<file path="config.mk">
export PLATFORM = sky130hd
export DESIGN_NAME = fetch_frontend
export DESIGN_NICKNAME = d
export VERILOG_FILES = /design/src/fetch_pkg.sv /design/src/branch_history_table.sv /design/src/instr_scan.sv /design/src/fetch_stage_ctrl.sv /design/src/fetch_frontend.sv
export VERILOG_INCLUDE_DIRS = /design/src
export SDC_FILE = /design/constraint.sdc
export NUM_CORES = 1
export LEC_CHECK = 0
export BUFFER_PORTS_ARGS = -buffer_cell sky130_fd_sc_hd__clkbuf_2
export CORE_MARGIN = 1
export CORE_UTILIZATION = 47
export CTS_CLUSTER_DIAMETER = 120
export DETAILED_ROUTE_END_ITERATION = 10
export HOLD_SLACK_MARGIN = 0.15
export PLACE_DENSITY = 0.75
export SYNTH_ARGS = -nofsm -noshare
export SYNTH_HDL_FRONTEND = slang
export SYNTH_SLANG_ARGS = --single-unit
</file>
<file path="constraint.sdc">
create_clock -name clk_i -period 10.5 [get_ports clk_i]
set_input_delay 2.1 -clock clk_i [delete_from_list [all_inputs] [get_ports clk_i]]
set_output_delay 2.1 -clock clk_i [all_outputs]
set_load 0.005 [all_outputs]
</file>
<file path="src/fetch_defs.svh">
/*
 * Widths, table size and opcode constants of the instruction-fetch frontend.
 * Included by the type package and by the modules that need a raw constant.
 */

`ifndef FETCH_DEFS_SVH
`define FETCH_DEFS_SVH

// ----------------------------------------------------------------------
// datapath widths
// ----------------------------------------------------------------------

// address and instruction word width
`define FETCH_ADDR_W 32

// sequential pc step, one uncompressed instruction
`define INSTR_BYTES 4

// ----------------------------------------------------------------------
// branch history table geometry
// ----------------------------------------------------------------------

// number of 2-bit counters
`define BHT_ENTRIES 16

// index width, taken from pc bits above the word offset
`define BHT_IDX_W 4

// ----------------------------------------------------------------------
// major opcodes of the control-flow instructions
// ----------------------------------------------------------------------

// conditional branches, B-type immediate
`define OPC_BRANCH 7'b1100011

// jump and link, J-type immediate
`define OPC_JAL 7'b1101111

// jump and link register, target unknown at fetch
`define OPC_JALR 7'b1100111

`endif

</file>
<file path="src/fetch_pkg.sv">
/*
 * Shared types of the instruction-fetch frontend.
 * Imported by every RTL module and by the testbench.
 */

`include "fetch_defs.svh"

package fetch_pkg;

    // ----------------------------------------------------------------------
    // word types
    // ----------------------------------------------------------------------

    // byte address, fetch pc or predicted target
    typedef logic [`FETCH_ADDR_W-1:0] addr_t;

    // raw 32-bit instruction word
    typedef logic [`FETCH_ADDR_W-1:0] instr_t;

    // ----------------------------------------------------------------------
    // branch history table types
    // ----------------------------------------------------------------------

    // table index, pc bits 5 down to 2
    typedef logic [`BHT_IDX_W-1:0] bht_idx_t;

    // saturating counter, upper half means taken
    typedef logic [1:0] bht_cnt_t;

    // ----------------------------------------------------------------------
    // control-flow class of a fetched word
    // ----------------------------------------------------------------------

    // JALR is classified but never predicted taken
    typedef enum logic [1:0] {
        CF_NONE   = 2'd0,
        CF_BRANCH = 2'd1,
        CF_JAL    = 2'd2,
        CF_JALR   = 2'd3
    } cf_kind_e;

endpackage

</file>
<file path="src/branch_history_table.sv">
/*
 * Branch history table of 2-bit saturating counters with a valid bit each.
 * Read combinationally with the fetch pc; trained by resolved branches
 * from the back end, written at the edge that samples the resolve strobe.
 */

`timescale 1ns/1ps

`include "fetch_defs.svh"

module branch_history_table (
    input  logic             clk_i,
    input  logic             rst_ni,
    input  fetch_pkg::addr_t fetch_pc_i,
    input  logic             upd_valid_i,
    input  logic             upd_is_branch_i,
    input  logic             upd_taken_i,
    input  fetch_pkg::addr_t upd_pc_i,
    output logic             hit_o,
    output logic             taken_o
);
    import fetch_pkg::*;

    // counter value of a freshly validated entry
    localparam bht_cnt_t CNT_WEAK_NT = 2'd1;
    // saturation limits
    localparam bht_cnt_t CNT_MAX = 2'd3;
    localparam bht_cnt_t CNT_MIN = 2'd0;

    // counter storage and per-entry valid bits
    bht_cnt_t                cnt_q [`BHT_ENTRIES];
    logic [`BHT_ENTRIES-1:0] valid_q;

    bht_idx_t rd_idx;
    bht_idx_t wr_idx;
    bht_cnt_t cur_cnt;
    bht_cnt_t new_cnt;
    logic     upd_en;

    // word-aligned pc, skip the two offset bits
    assign rd_idx = fetch_pc_i[`BHT_IDX_W+1:2];
    assign wr_idx = upd_pc_i[`BHT_IDX_W+1:2];

    // ----------------------------------------------------------------------
    // read port
    // ----------------------------------------------------------------------

    assign hit_o   = valid_q[rd_idx];
    // an invalid entry never reports taken
    assign taken_o = valid_q[rd_idx] & cnt_q[rd_idx][1];

    // ----------------------------------------------------------------------
    // update path
    // ----------------------------------------------------------------------

    // only resolved conditional branches train the table
    assign upd_en = upd_valid_i & upd_is_branch_i;

    always_comb begin
        // unseen entry starts from weakly not-taken before the move
        cur_cnt = valid_q[wr_idx] ? cnt_q[wr_idx] : CNT_WEAK_NT;
        new_cnt = cur_cnt;
        if (upd_taken_i) begin
            if (cur_cnt != CNT_MAX) begin
                new_cnt = cur_cnt + 2'd1;
            end
        end else if (cur_cnt != CNT_MIN) begin
            new_cnt = cur_cnt - 2'd1;
        end
    end

    // valid bits, cleared on reset
    always_ff @(posedge clk_i or negedge rst_ni) begin
        if (!rst_ni) begin
            valid_q <= '0;
        end else if (upd_en) begin
            valid_q[wr_idx] <= 1'b1;
        end
    end

    // counter array
    always_ff @(posedge clk_i) begin
        if (upd_en) begin
            cnt_q[wr_idx] <= new_cnt;
        end
    end

endmodule

</file>
<file path="src/instr_scan.sv">
/*
 * Combinational scanner for one uncompressed instruction word.
 * Classifies branch, JAL and JALR by major opcode and extracts the
 * sign-extended offset that the fetch control adds to the pc.
 */

`timescale 1ns/1ps

`include "fetch_defs.svh"

module instr_scan (
    input  fetch_pkg::instr_t   instr_i,
    output fetch_pkg::cf_kind_e kind_o,
    output fetch_pkg::addr_t    imm_o
);
    import fetch_pkg::*;

    logic [6:0] opcode;
    addr_t      imm_b;
    addr_t      imm_j;

    assign opcode = instr_i[6:0];

    // ----------------------------------------------------------------------
    // immediate formats
    // ----------------------------------------------------------------------

    // B-type, imm[12|10:5] in 31:25, imm[4:1|11] in 11:7
    assign imm_b = {
        {(`FETCH_ADDR_W-12){instr_i[31]}},
        instr_i[7],
        instr_i[30:25],
        instr_i[11:8],
        1'b0
    };

    // J-type, imm[20|10:1|11|19:12] in 31:12
    assign imm_j = {
        {(`FETCH_ADDR_W-20){instr_i[31]}},
        instr_i[19:12],
        instr_i[20],
        instr_i[30:21],
        1'b0
    };

    // ----------------------------------------------------------------------
    // classification
    // ----------------------------------------------------------------------

    always_comb begin
        kind_o = CF_NONE;
        imm_o  = '0;
        case (opcode)
            `OPC_BRANCH: begin
                kind_o = CF_BRANCH;
                imm_o  = imm_b;
            end
            `OPC_JAL: begin
                kind_o = CF_JAL;
                imm_o  = imm_j;
            end
            // register target, nothing to extract here
            `OPC_JALR: begin
                kind_o = CF_JALR;
            end
            default: begin
                kind_o = CF_NONE;
            end
        endcase
    end

endmodule

</file>
<file path="src/fetch_stage_ctrl.sv">
/*
 * Fetch control: taken decision, next-pc priority select, the pc register
 * and the registered fetch entry towards the back end.
 * Redirect strobes clear the entry and load the new pc at the same edge.
 */

`timescale 1ns/1ps

`include "fetch_defs.svh"

module fetch_stage_ctrl (
    input  logic                clk_i,
    input  logic                rst_ni,
    input  fetch_pkg::addr_t    boot_addr_i,
    input  fetch_pkg::cf_kind_e cf_kind_i,
    input  fetch_pkg::addr_t    cf_imm_i,
    input  logic                bht_hit_i,
    input  logic                bht_taken_i,
    input  fetch_pkg::instr_t   fetch_instr_i,
    input  logic                resolve_mispredict_i,
    input  logic                resolve_valid_i,
    input  fetch_pkg::addr_t    resolve_target_i,
    input  logic                ex_valid_i,
    input  logic                eret_i,
    input  logic                set_pc_commit_i,
    input  fetch_pkg::addr_t    trap_base_i,
    input  fetch_pkg::addr_t    epc_i,
    input  fetch_pkg::addr_t    pc_commit_i,
    input  logic                fetch_entry_ready_i,
    output fetch_pkg::addr_t    pc_o,
    output logic                fetch_req_o,
    output logic                fetch_entry_valid_o,
    output logic                fetch_entry_taken_o,
    output fetch_pkg::addr_t    fetch_entry_pc_o,
    output fetch_pkg::addr_t    fetch_entry_target_o,
    output fetch_pkg::instr_t   fetch_entry_instr_o
);
    import fetch_pkg::*;

    // first cycle after reset fetches from the boot address
    logic   boot_load_q;
    addr_t  npc_q;
    addr_t  npc_d;
    addr_t  fetch_addr;
    addr_t  seq_addr;
    addr_t  pred_target;
    logic   pred_taken;
    logic   is_mispredict;
    logic   redirect;
    logic   accept;

    // output entry
    logic   entry_valid_q;
    logic   entry_taken_q;
    addr_t  entry_pc_q;
    addr_t  entry_target_q;
    instr_t entry_instr_q;

    assign fetch_addr = boot_load_q ? boot_addr_i : npc_q;
    assign pc_o       = fetch_addr;

    // slot empty or draining this cycle
    assign fetch_req_o = ~entry_valid_q | fetch_entry_ready_i;
    assign accept      = fetch_req_o;

    // ----------------------------------------------------------------------
    // taken decision
    // ----------------------------------------------------------------------

    always_comb begin
        case (cf_kind_i)
            // dynamic counter if known, else backward taken
            CF_BRANCH: pred_taken = bht_hit_i ? bht_taken_i : cf_imm_i[`FETCH_ADDR_W-1];
            CF_JAL:    pred_taken = 1'b1;
            default:   pred_taken = 1'b0;
        endcase
    end

    assign seq_addr    = fetch_addr + addr_t'(`INSTR_BYTES);
    assign pred_target = fetch_addr + cf_imm_i;

    // ----------------------------------------------------------------------
    // next pc, later assignments win
    // ----------------------------------------------------------------------

    assign is_mispredict = resolve_valid_i & resolve_mispredict_i;
    assign redirect      = is_mispredict | eret_i | ex_valid_i | set_pc_commit_i;

    always_comb begin
        // hold under back-pressure
        npc_d = fetch_addr;
        if (accept) begin
            npc_d = pred_taken ? pred_target : seq_addr;
        end
        if (is_mispredict) begin
            npc_d = resolve_target_i;
        end
        if (eret_i) begin
            npc_d = epc_i;
        end
        if (ex_valid_i) begin
            npc_d = trap_base_i;
        end
        // restart after the committed instruction
        if (set_pc_commit_i) begin
            npc_d = pc_commit_i + addr_t'(`INSTR_BYTES);
        end
    end

    always_ff @(posedge clk_i or negedge rst_ni) begin
        if (!rst_ni) begin
            boot_load_q   <= 1'b1;
            npc_q         <= '0;
            entry_valid_q <= 1'b0;
        end else begin
            boot_load_q <= 1'b0;
            npc_q       <= npc_d;
            // in-flight fetch is dropped on any redirect
            if (redirect) begin
                entry_valid_q <= 1'b0;
            end else if (accept) begin
                entry_valid_q <= 1'b1;
            end
        end
    end

    // entry payload, loaded with every accepted fetch
    always_ff @(posedge clk_i) begin
        if (accept && !redirect) begin
            entry_pc_q     <= fetch_addr;
            entry_instr_q  <= fetch_instr_i;
            entry_taken_q  <= pred_taken;
            entry_target_q <= pred_target;
        end
    end

    assign fetch_entry_valid_o  = entry_valid_q;
    assign fetch_entry_pc_o     = entry_pc_q;
    assign fetch_entry_instr_o  = entry_instr_q;
    assign fetch_entry_taken_o  = entry_taken_q;
    assign fetch_entry_target_o = entry_target_q;

endmodule

</file>
<file path="src/fetch_frontend.sv">
/*
 * Top level of the instruction-fetch frontend.
 * Connects the branch history table and the instruction scanner to the
 * fetch control; memory answers fetch_addr_o in the same cycle.
 */

`timescale 1ns/1ps

module fetch_frontend (
    input  logic              clk_i,
    input  logic              rst_ni,
    input  fetch_pkg::addr_t  boot_addr_i,
    // instruction memory
    output logic              fetch_req_o,
    output fetch_pkg::addr_t  fetch_addr_o,
    input  fetch_pkg::instr_t fetch_instr_i,
    // fetch entry towards the back end
    output logic              fetch_entry_valid_o,
    output fetch_pkg::addr_t  fetch_entry_pc_o,
    output fetch_pkg::instr_t fetch_entry_instr_o,
    output logic              fetch_entry_taken_o,
    output fetch_pkg::addr_t  fetch_entry_target_o,
    input  logic              fetch_entry_ready_i,
    // branch resolve from execute
    input  logic              resolve_valid_i,
    input  logic              resolve_is_branch_i,
    input  logic              resolve_taken_i,
    input  logic              resolve_mispredict_i,
    input  fetch_pkg::addr_t  resolve_pc_i,
    input  fetch_pkg::addr_t  resolve_target_i,
    // commit and csr redirects
    input  logic              ex_valid_i,
    input  fetch_pkg::addr_t  trap_base_i,
    input  logic              eret_i,
    input  fetch_pkg::addr_t  epc_i,
    input  logic              set_pc_commit_i,
    input  fetch_pkg::addr_t  pc_commit_i
);
    import fetch_pkg::*;

    addr_t    pc;
    logic     bht_hit;
    logic     bht_taken;
    cf_kind_e cf_kind;
    addr_t    cf_imm;

    assign fetch_addr_o = pc;

    // ----------------------------------------------------------------------
    // prediction sources
    // ----------------------------------------------------------------------

    // trained by resolved branches only
    branch_history_table i_bht (
        .clk_i           (clk_i),
        .rst_ni          (rst_ni),
        .fetch_pc_i      (pc),
        .upd_valid_i     (resolve_valid_i),
        .upd_is_branch_i (resolve_is_branch_i),
        .upd_taken_i     (resolve_taken_i),
        .upd_pc_i        (resolve_pc_i),
        .hit_o           (bht_hit),
        .taken_o         (bht_taken)
    );

    // looks at the word straight from memory
    instr_scan i_scan (
        .instr_i (fetch_instr_i),
        .kind_o  (cf_kind),
        .imm_o   (cf_imm)
    );

    // ----------------------------------------------------------------------
    // pc generation and output entry
    // ----------------------------------------------------------------------

    fetch_stage_ctrl i_ctrl (
        .clk_i                (clk_i),
        .rst_ni               (rst_ni),
        .boot_addr_i          (boot_addr_i),
        .cf_kind_i            (cf_kind),
        .cf_imm_i             (cf_imm),
        .bht_hit_i            (bht_hit),
        .bht_taken_i          (bht_taken),
        .fetch_instr_i        (fetch_instr_i),
        .resolve_mispredict_i (resolve_mispredict_i),
        .resolve_valid_i      (resolve_valid_i),
        .resolve_target_i     (resolve_target_i),
        .ex_valid_i           (ex_valid_i),
        .eret_i               (eret_i),
        .set_pc_commit_i      (set_pc_commit_i),
        .trap_base_i          (trap_base_i),
        .epc_i                (epc_i),
        .pc_commit_i          (pc_commit_i),
        .fetch_entry_ready_i  (fetch_entry_ready_i),
        .pc_o                 (pc),
        .fetch_req_o          (fetch_req_o),
        .fetch_entry_valid_o  (fetch_entry_valid_o),
        .fetch_entry_taken_o  (fetch_entry_taken_o),
        .fetch_entry_pc_o     (fetch_entry_pc_o),
        .fetch_entry_target_o (fetch_entry_target_o),
        .fetch_entry_instr_o  (fetch_entry_instr_o)
    );

endmodule

</file>
# After elaboration in Yosys (flattened, before gate mapping)
# Memory sizes are Yosys's and may differ from the RTL's.
# Index checks and enable logic that the tools add are counted.
[op_classes]
bitwise = 9
n_reduce_logical = 5
add_sub_neg = 5
mux = 25
eq_ne = 6
magnitude_cmp = 3
[ops]
columns = ["operator", "n"]
rows = [
  ["32-bit 2-to-1 mux", 7],
  ["32-bit by 3-bit adder with 32-bit output (second input constant)", 2],
  ["32-bit one-hot mux with 2 select lines", 1],
  ["32-bit adder", 1],
  ["7-bit == test (second input constant)", 3],
  ["16-bit bitwise OR", 1],
  ["4-bit by 5-bit less-than comparator with 1-bit output (second input constant)", 2],
  ["1-bit binary-select mux with 4-bit select", 2],
  ["1-bit 2-to-1 mux", 8],
  ["2-bit 2-to-1 mux", 4],
  ["2-bit one-hot mux with 3 select lines", 1],
  ["1-bit demux with 4-bit select", 1],
  ["4-bit by 1-bit >= comparator with 1-bit output (second input constant)", 1],
  ["1-bit bitwise OR", 4],
  ["2-bit nonzero test", 2],
  ["1-bit AND", 3],
  ["2-bit by 1-bit adder with 2-bit output (second input constant)", 1],
  ["2-bit by 1-bit == test with 1-bit output (second input constant)", 1],
  ["2-bit == test (second input constant)", 1],
  ["1-bit logical AND", 2],
  ["2-bit != test (second input constant)", 1],
  ["1-bit one-hot mux with 2 select lines", 1],
  ["2-bit by 1-bit subtractor with 2-bit output (second input constant)", 1],
  ["1-bit zero test", 1],
  ["1-bit NOT", 1],
]
[word_totals]
in_bits = 234
output_inout_bits = 131
mem_count = 1
register_bits = 147
ramBits = 32
[memory_table]
columns = ["name", "depth", "width", "rd", "rd_ports_with_merged_regs", "write_ports", "line_no", "text"]
rows = [
  ["i_bht.cnt_q", 16, 2, 2, 0, 1, "branch_history_table.sv:31", "bht_cnt_t cnt_q [`BHT_ENTRIES];"],
]

# Longest topological paths before layout
[logic_depth]
ltp_word = 12
ltp_mapped = 19
mapped_depth_nobuf = 18

# Hierarchy
# A second synthesis with hierarchy kept.
[hier_totals]
hier_cells = 1129
hier_area_um2 = 11623.6
[modules_own_cells]
columns = ["module", "area_each_um2", "cells_per_inst", "instances", "seq_area_each_um2"]
rows = [
  ["fetch_stage_ctrl", 8777.2, 913, 1, 3764.9],
  ["branch_history_table", 2313.5, 142, 1, 1361.3],
  ["instr_scan", 533.0, 74, 1, 0.0],
]

# Worst setup path before layout
# Ideal clock, no wire load.
[synth_path]
path_type = "in2reg"
from = "input fetch_instr_i[5]"
to = "register i_ctrl.npc_q[28]"
setup_ns = 0.129
path_buffers = 0
arrival_time_ns = 5.890
path_slack_ns = 4.480
t_required_ns = 10.371
stages = 18
cell_sequence = "and4b_1 -> and2_1 -> nand2_1 -> inv_1 -> and2_0 -> or2_2 -> and2_1 -> ha_1 -> a21o_1 -> a31o_2 -> a211oi_1 -> a211oi_1 -> o211ai_1 -> nand3_1 -> a41oi_1 -> mux2i_1 -> xnor2_1 -> o41a_1"
[synth_between]
elab_cells_between_ends = 16
classes_between = "add/sub: 1; eq/ne: 5; mux: 10"
[synth_lines]
columns = ["item", "line_no", "text"]
rows = [
  ["start: declaration", "fetch_frontend.sv:16", "input fetch_pkg::instr_t fetch_instr_i,"],
  ["7-bit == test", "instr_scan.sv:53", "case (opcode)"],
  ["32-bit one-hot mux with 2 select lines (*)", "instr_scan.sv:53", ""],
  ["32-bit adder (*)", "fetch_stage_ctrl.sv:80", "assign pred_target = fetch_addr + cf_imm_i;"],
  ["net i_ctrl.pred_target[28]", "fetch_stage_ctrl.sv:46", "addr_t pred_target;"],
  ["32-bit 2-to-1 mux (*)", "fetch_stage_ctrl.sv:93", "npc_d = pred_taken ? pred_target : seq_addr;"],
  ["32-bit 2-to-1 mux (*)", "fetch_stage_ctrl.sv:92", "if (accept) begin"],
  ["32-bit 2-to-1 mux (*)", "fetch_stage_ctrl.sv:95", "if (is_mispredict) begin"],
  ["32-bit 2-to-1 mux (*)", "fetch_stage_ctrl.sv:98", "if (eret_i) begin"],
  ["32-bit 2-to-1 mux (*)", "fetch_stage_ctrl.sv:101", "if (ex_valid_i) begin"],
  ["32-bit 2-to-1 mux (*)", "fetch_stage_ctrl.sv:105", "if (set_pc_commit_i) begin"],
  ["net i_ctrl.npc_d[28]", "fetch_stage_ctrl.sv:43", "addr_t npc_d;"],
  ["end signal: assignment", "fetch_stage_ctrl.sv:117", "npc_q <= npc_d;"],
  ["end: declaration", "fetch_stage_ctrl.sv:42", "addr_t npc_q;"],
]
# Mark *: on every way through the listed nets, which the timed path passes. The rest lies on a longest branch.
# A chain may end at the register's enable or synchronous reset.

# Worst setup path after layout
# Same ends and word-level chain as after synthesis.

==> flow_summary.json <==
{
  "run_status": "finished, final reports clean",
  "worst-r2r-cell-count": 15,
  "p_leak_uw": 0.005863,
  "post-route-min-period_ns": 6.758,
  "synth_edf_count": 128,
  "path_class": "in -> reg",
  "first_iter_violations": 964,
  "slew_headroom": 0.3364,
  "finalClockSkew_ns": 0.01527,
  "avgSynthCellArea_um2": 10.39,
  "async_flop_share": 0.2809,
  "r2r-end": "i_ctrl.npc_q[28]",
  "cts_max_path_buffers": 2,
  "syn_inst": 1066,
  "totalPowerFinal_uw": 1876,
  "nFillCells": 1992,
  "numCtsBuffers": 17,
  "viasPerCell": 5.995,
  "syn_area_mm2": 0.01108,
  "avgRoutedWirePerCell_um": 21.55,
  "endpoint_kind": "flip-flop",
  "ant_nets": 0,
  "cp.required_ns": 10.83,
  "die_w_um": 155.5,
  "grt_max_degree": 77,
  "grt_pass1_vias": 9643,
  "start_util": 0.4848,
  "drt_wl_total_um": 36760,
  "gp_congestion": 0.9256,
  "cp_max_fo": 14,
  "ys_warn_count": 0,
  "setup_violations": 0,
  "grt_pass1_wl_um": 55080,
  "port_buffers": 336,
  "track_usage": 0.3046,
  "ys_seq_area_frac": 0.4601,
  "drv_slew": 0,
  "clock.fmax_mhz": 148.0,
  "antenna_found_initial": 0,
  "hp-class": "reg -> reg",
  "hold_buffers": 0,
  "die_area_mm2": 0.02418,
  "die_y_um": 155.5,
  "worst_pin_slew_ns": 0.9954,
  "yosys_most_used_dff": "edfxtp_1",
  "cts_htree_levels": 4,
  "synth_seq_cells": 178,
  "ioPinCount": 365,
  "pwr_density_cell_mw_per_mm2": 137.6,
  "rrSetupSlack_ns": 5.33,
  "irDropWorstVdd_uv": 89.85,
  "dr.pass1.iters": 8,
  "post_cts_resized": 0,
  "path_clk_slew_ns": 0.08,
  "placementRows": 55,
  "hpwl_um": 28480,
  "syn_nets": 1329,
  "cp.arrival_ns": 7.09,
  "grt_overflow_total": 0,
  "cts_tree": "done",
  "min_period_over_period": 0.6436,
  "r2r-start": "i_ctrl.boot_load_q",
  "core_mm2": 0.02285,
  "hold_path_depth": 1,
  "hp-start": "i_bht.valid_q[11]",
  "clk_latency_ns": 0.45,
  "hold_violations": 0,
  "synth_cell_types": 79,
  "start_kind": "input port",
  "vias": 10230,
  "tns_ns": 0,
  "num_antenna_cells": 0,
  "cts_setup_buffers": 0,
  "clock_sinks": 178,
  "hold_end": "i_bht.valid_q[11]",
  "cts_root_buf": "clkbuf_16",
  "areaGrowthSynthToFinish_pct": 23.03,
  "finalNetCount": 1643,
  "rsz0062_at_grt": "false",
  "drive_gt1_frac": 0.3338,
  "post-route-drc-count": 0,
  "cap_viol_max_count": 0
}
## cell type report
class / count / area (um2) / area share
Timing Repair Buffer: 346 / 1757 / 0.1289
Tap cell: 313 / 391.6 / 0.02874
Multi-Input combinational cell: 808 / 5633 / 0.4134
Inverter: 29 / 111.4 / 0.008172
Sequential cell: 178 / 5096 / 0.3740
Clock inverter: 14 / 187.7 / 0.01377
Clock buffer: 18 / 450.4 / 0.03305
## routing by layer
metal / part of all wire / track usage / vias to the layer above
li1: - / - / 4702
met1: 0.42 / 0.4186 / 4871
met2: 0.47 / 0.4914 / 589
met3: 0.089 / 0.05292 / 66
met4: 0.024 / 0.09570 / 0
met5: 0 / 0 / -
## Yosys cell counts (all sizes together) (4+ instances only)
library cell  instances  area (um2)
xnor2                30       262.8
xor2                 26       227.7
a222oi               10       100.1
o31ai                 7       52.55
o21a                  7       52.55
a22oi                13       97.59
a211oi               12       90.09
o21bai                4       30.03
nand2                97       364.1
mux4                 16       360.4
dfrtp                49        1226
a31oi                11       68.82
clkbuf               28       106.4
inv                  29       108.9
nor2                 81       304.0
nor2b                13       81.33
mux2i                27       302.8
a221oi               10       87.58
a22o                  7       61.31
o211ai               11       82.58
o22a                  7       61.31
a21oi                77       385.4
ha                   28       350.3
mux2                 27       311.5
o21ai                51       255.2
nand3                44       220.2
edfxtp              128        3844
nor3                 20       100.1
a31o                  5       43.79
buf                  23       133.9
nand3b                7       52.55
or2                  22       137.6
o221ai               12       105.1
and2                 20       125.1
a21o                 24       180.2
nand2b                8       50.05
and3                 13       81.33
nand4                14       87.58
## worst max-delay path, cell delays in order
cell	delay [ns]
clkbuf_2	0.09
and4b_1	0.21
and2_1	0.18
nand2_1	0.09
inv_1	0.05
and2_0	0.41
or2_2	0.45
and2_1	0.17
ha_1	0.36
a21o_1	0.22
a31o_2	0.21
a211oi_1	0.40
a211oi_1	0.20
o211ai_1	0.37
nand3_1	0.17
a41oi_1	0.48
mux2i_1	0.32
xnor2_1	0.16
o41a_1	0.44
## report_power, final
| group | internal, uW | switching, uW | leakage (uW) |
|---|---|---|---|
| logic | 150 | 218 | 0.00380 |
| registers | 807 | 19.4 | 0.00175 |
| clock network | 345 | 337 | 0.000311 |
| total | 1300 | 574 | 0.00586 |
## through the flow
| stage | setup WS [ns] | hold slack, ns | instances | area [um2] | utilization |
|---|---|---|---|---|---|
| floorplan | 4.480 | 0.4565 | 1066 | 11080 | - |
| global placement | 3.399 | 0.4690 | 1674 | 12990 | 0.5685 |
| detailed placement | 3.357 | 0.4801 | 1674 | 12990 | 0.5685 |
| CTS | 3.813 | 0.4995 | 1706 | 13630 | 0.5964 |
| global route | 3.460 | 0.5200 | 1706 | 13630 | 0.5964 |
| finish | 3.742 | 0.4985 | 1706 | 13630 | 0.5964 |
## flip-flops by register name, indices dropped and copies added (netlist names)
name                         flops
i_bht.valid_q                   16
i_ctrl.fetch_entry_instr_o      32
i_ctrl.boot_load_q               1
i_bht.cnt_q                     32
i_ctrl.npc_q                    32
i_ctrl.fetch_entry_target_o     32
i_ctrl.fetch_entry_valid_o       1
i_ctrl.fetch_entry_taken_o       1
i_ctrl.fetch_entry_pc_o         31
## worst max path at each step
stage	start	to	cells past startpoint
after global placement	fetch_instr_i[5]	i_ctrl.npc_q[28]	19
after global routing	fetch_instr_i[5]	i_ctrl.npc_q[28]	19
after CTS	fetch_instr_i[5]	i_ctrl.npc_q[28]	19
after floorplan	fetch_instr_i[5]	i_ctrl.npc_q[28]	18
after detailed placement	fetch_instr_i[5]	i_ctrl.npc_q[28]	19
final	fetch_instr_i[5]	i_ctrl.npc_q[28]	19
## placed cells by master (no fill, tap or decap), types with 26 or more instances in the layout
cell type,n
xnor2_1,30
nand2_1,97
dfrtp_1,49
a21oi_1,77
clkbuf_2,336
nand3_1,44
o21ai_0,46
edfxtp_1,128
nor2_1,81
xor2_1,26
ha_1,28
## cells by family (layout without fill, tap and decap cells)
logic type / Yosys count / count (layout) / share of synthesized area
other: 1 / 1 / 0.0003386
AO/OA/AOI/OAI: 301 / 301 / 0.1892
buffers and inverters: 80 / 407 / 0.03152
multiplexers: 70 / 70 / 0.08800
flip-flops: 178 / 178 / 0.4601
AND/OR/NAND/NOR: 350 / 350 / 0.1522
XOR/XNOR: 56 / 56 / 0.04428
adder cells (fa/ha/maj): 30 / 30 / 0.03434
No activity file was read; power rests on OpenSTA's default activity.
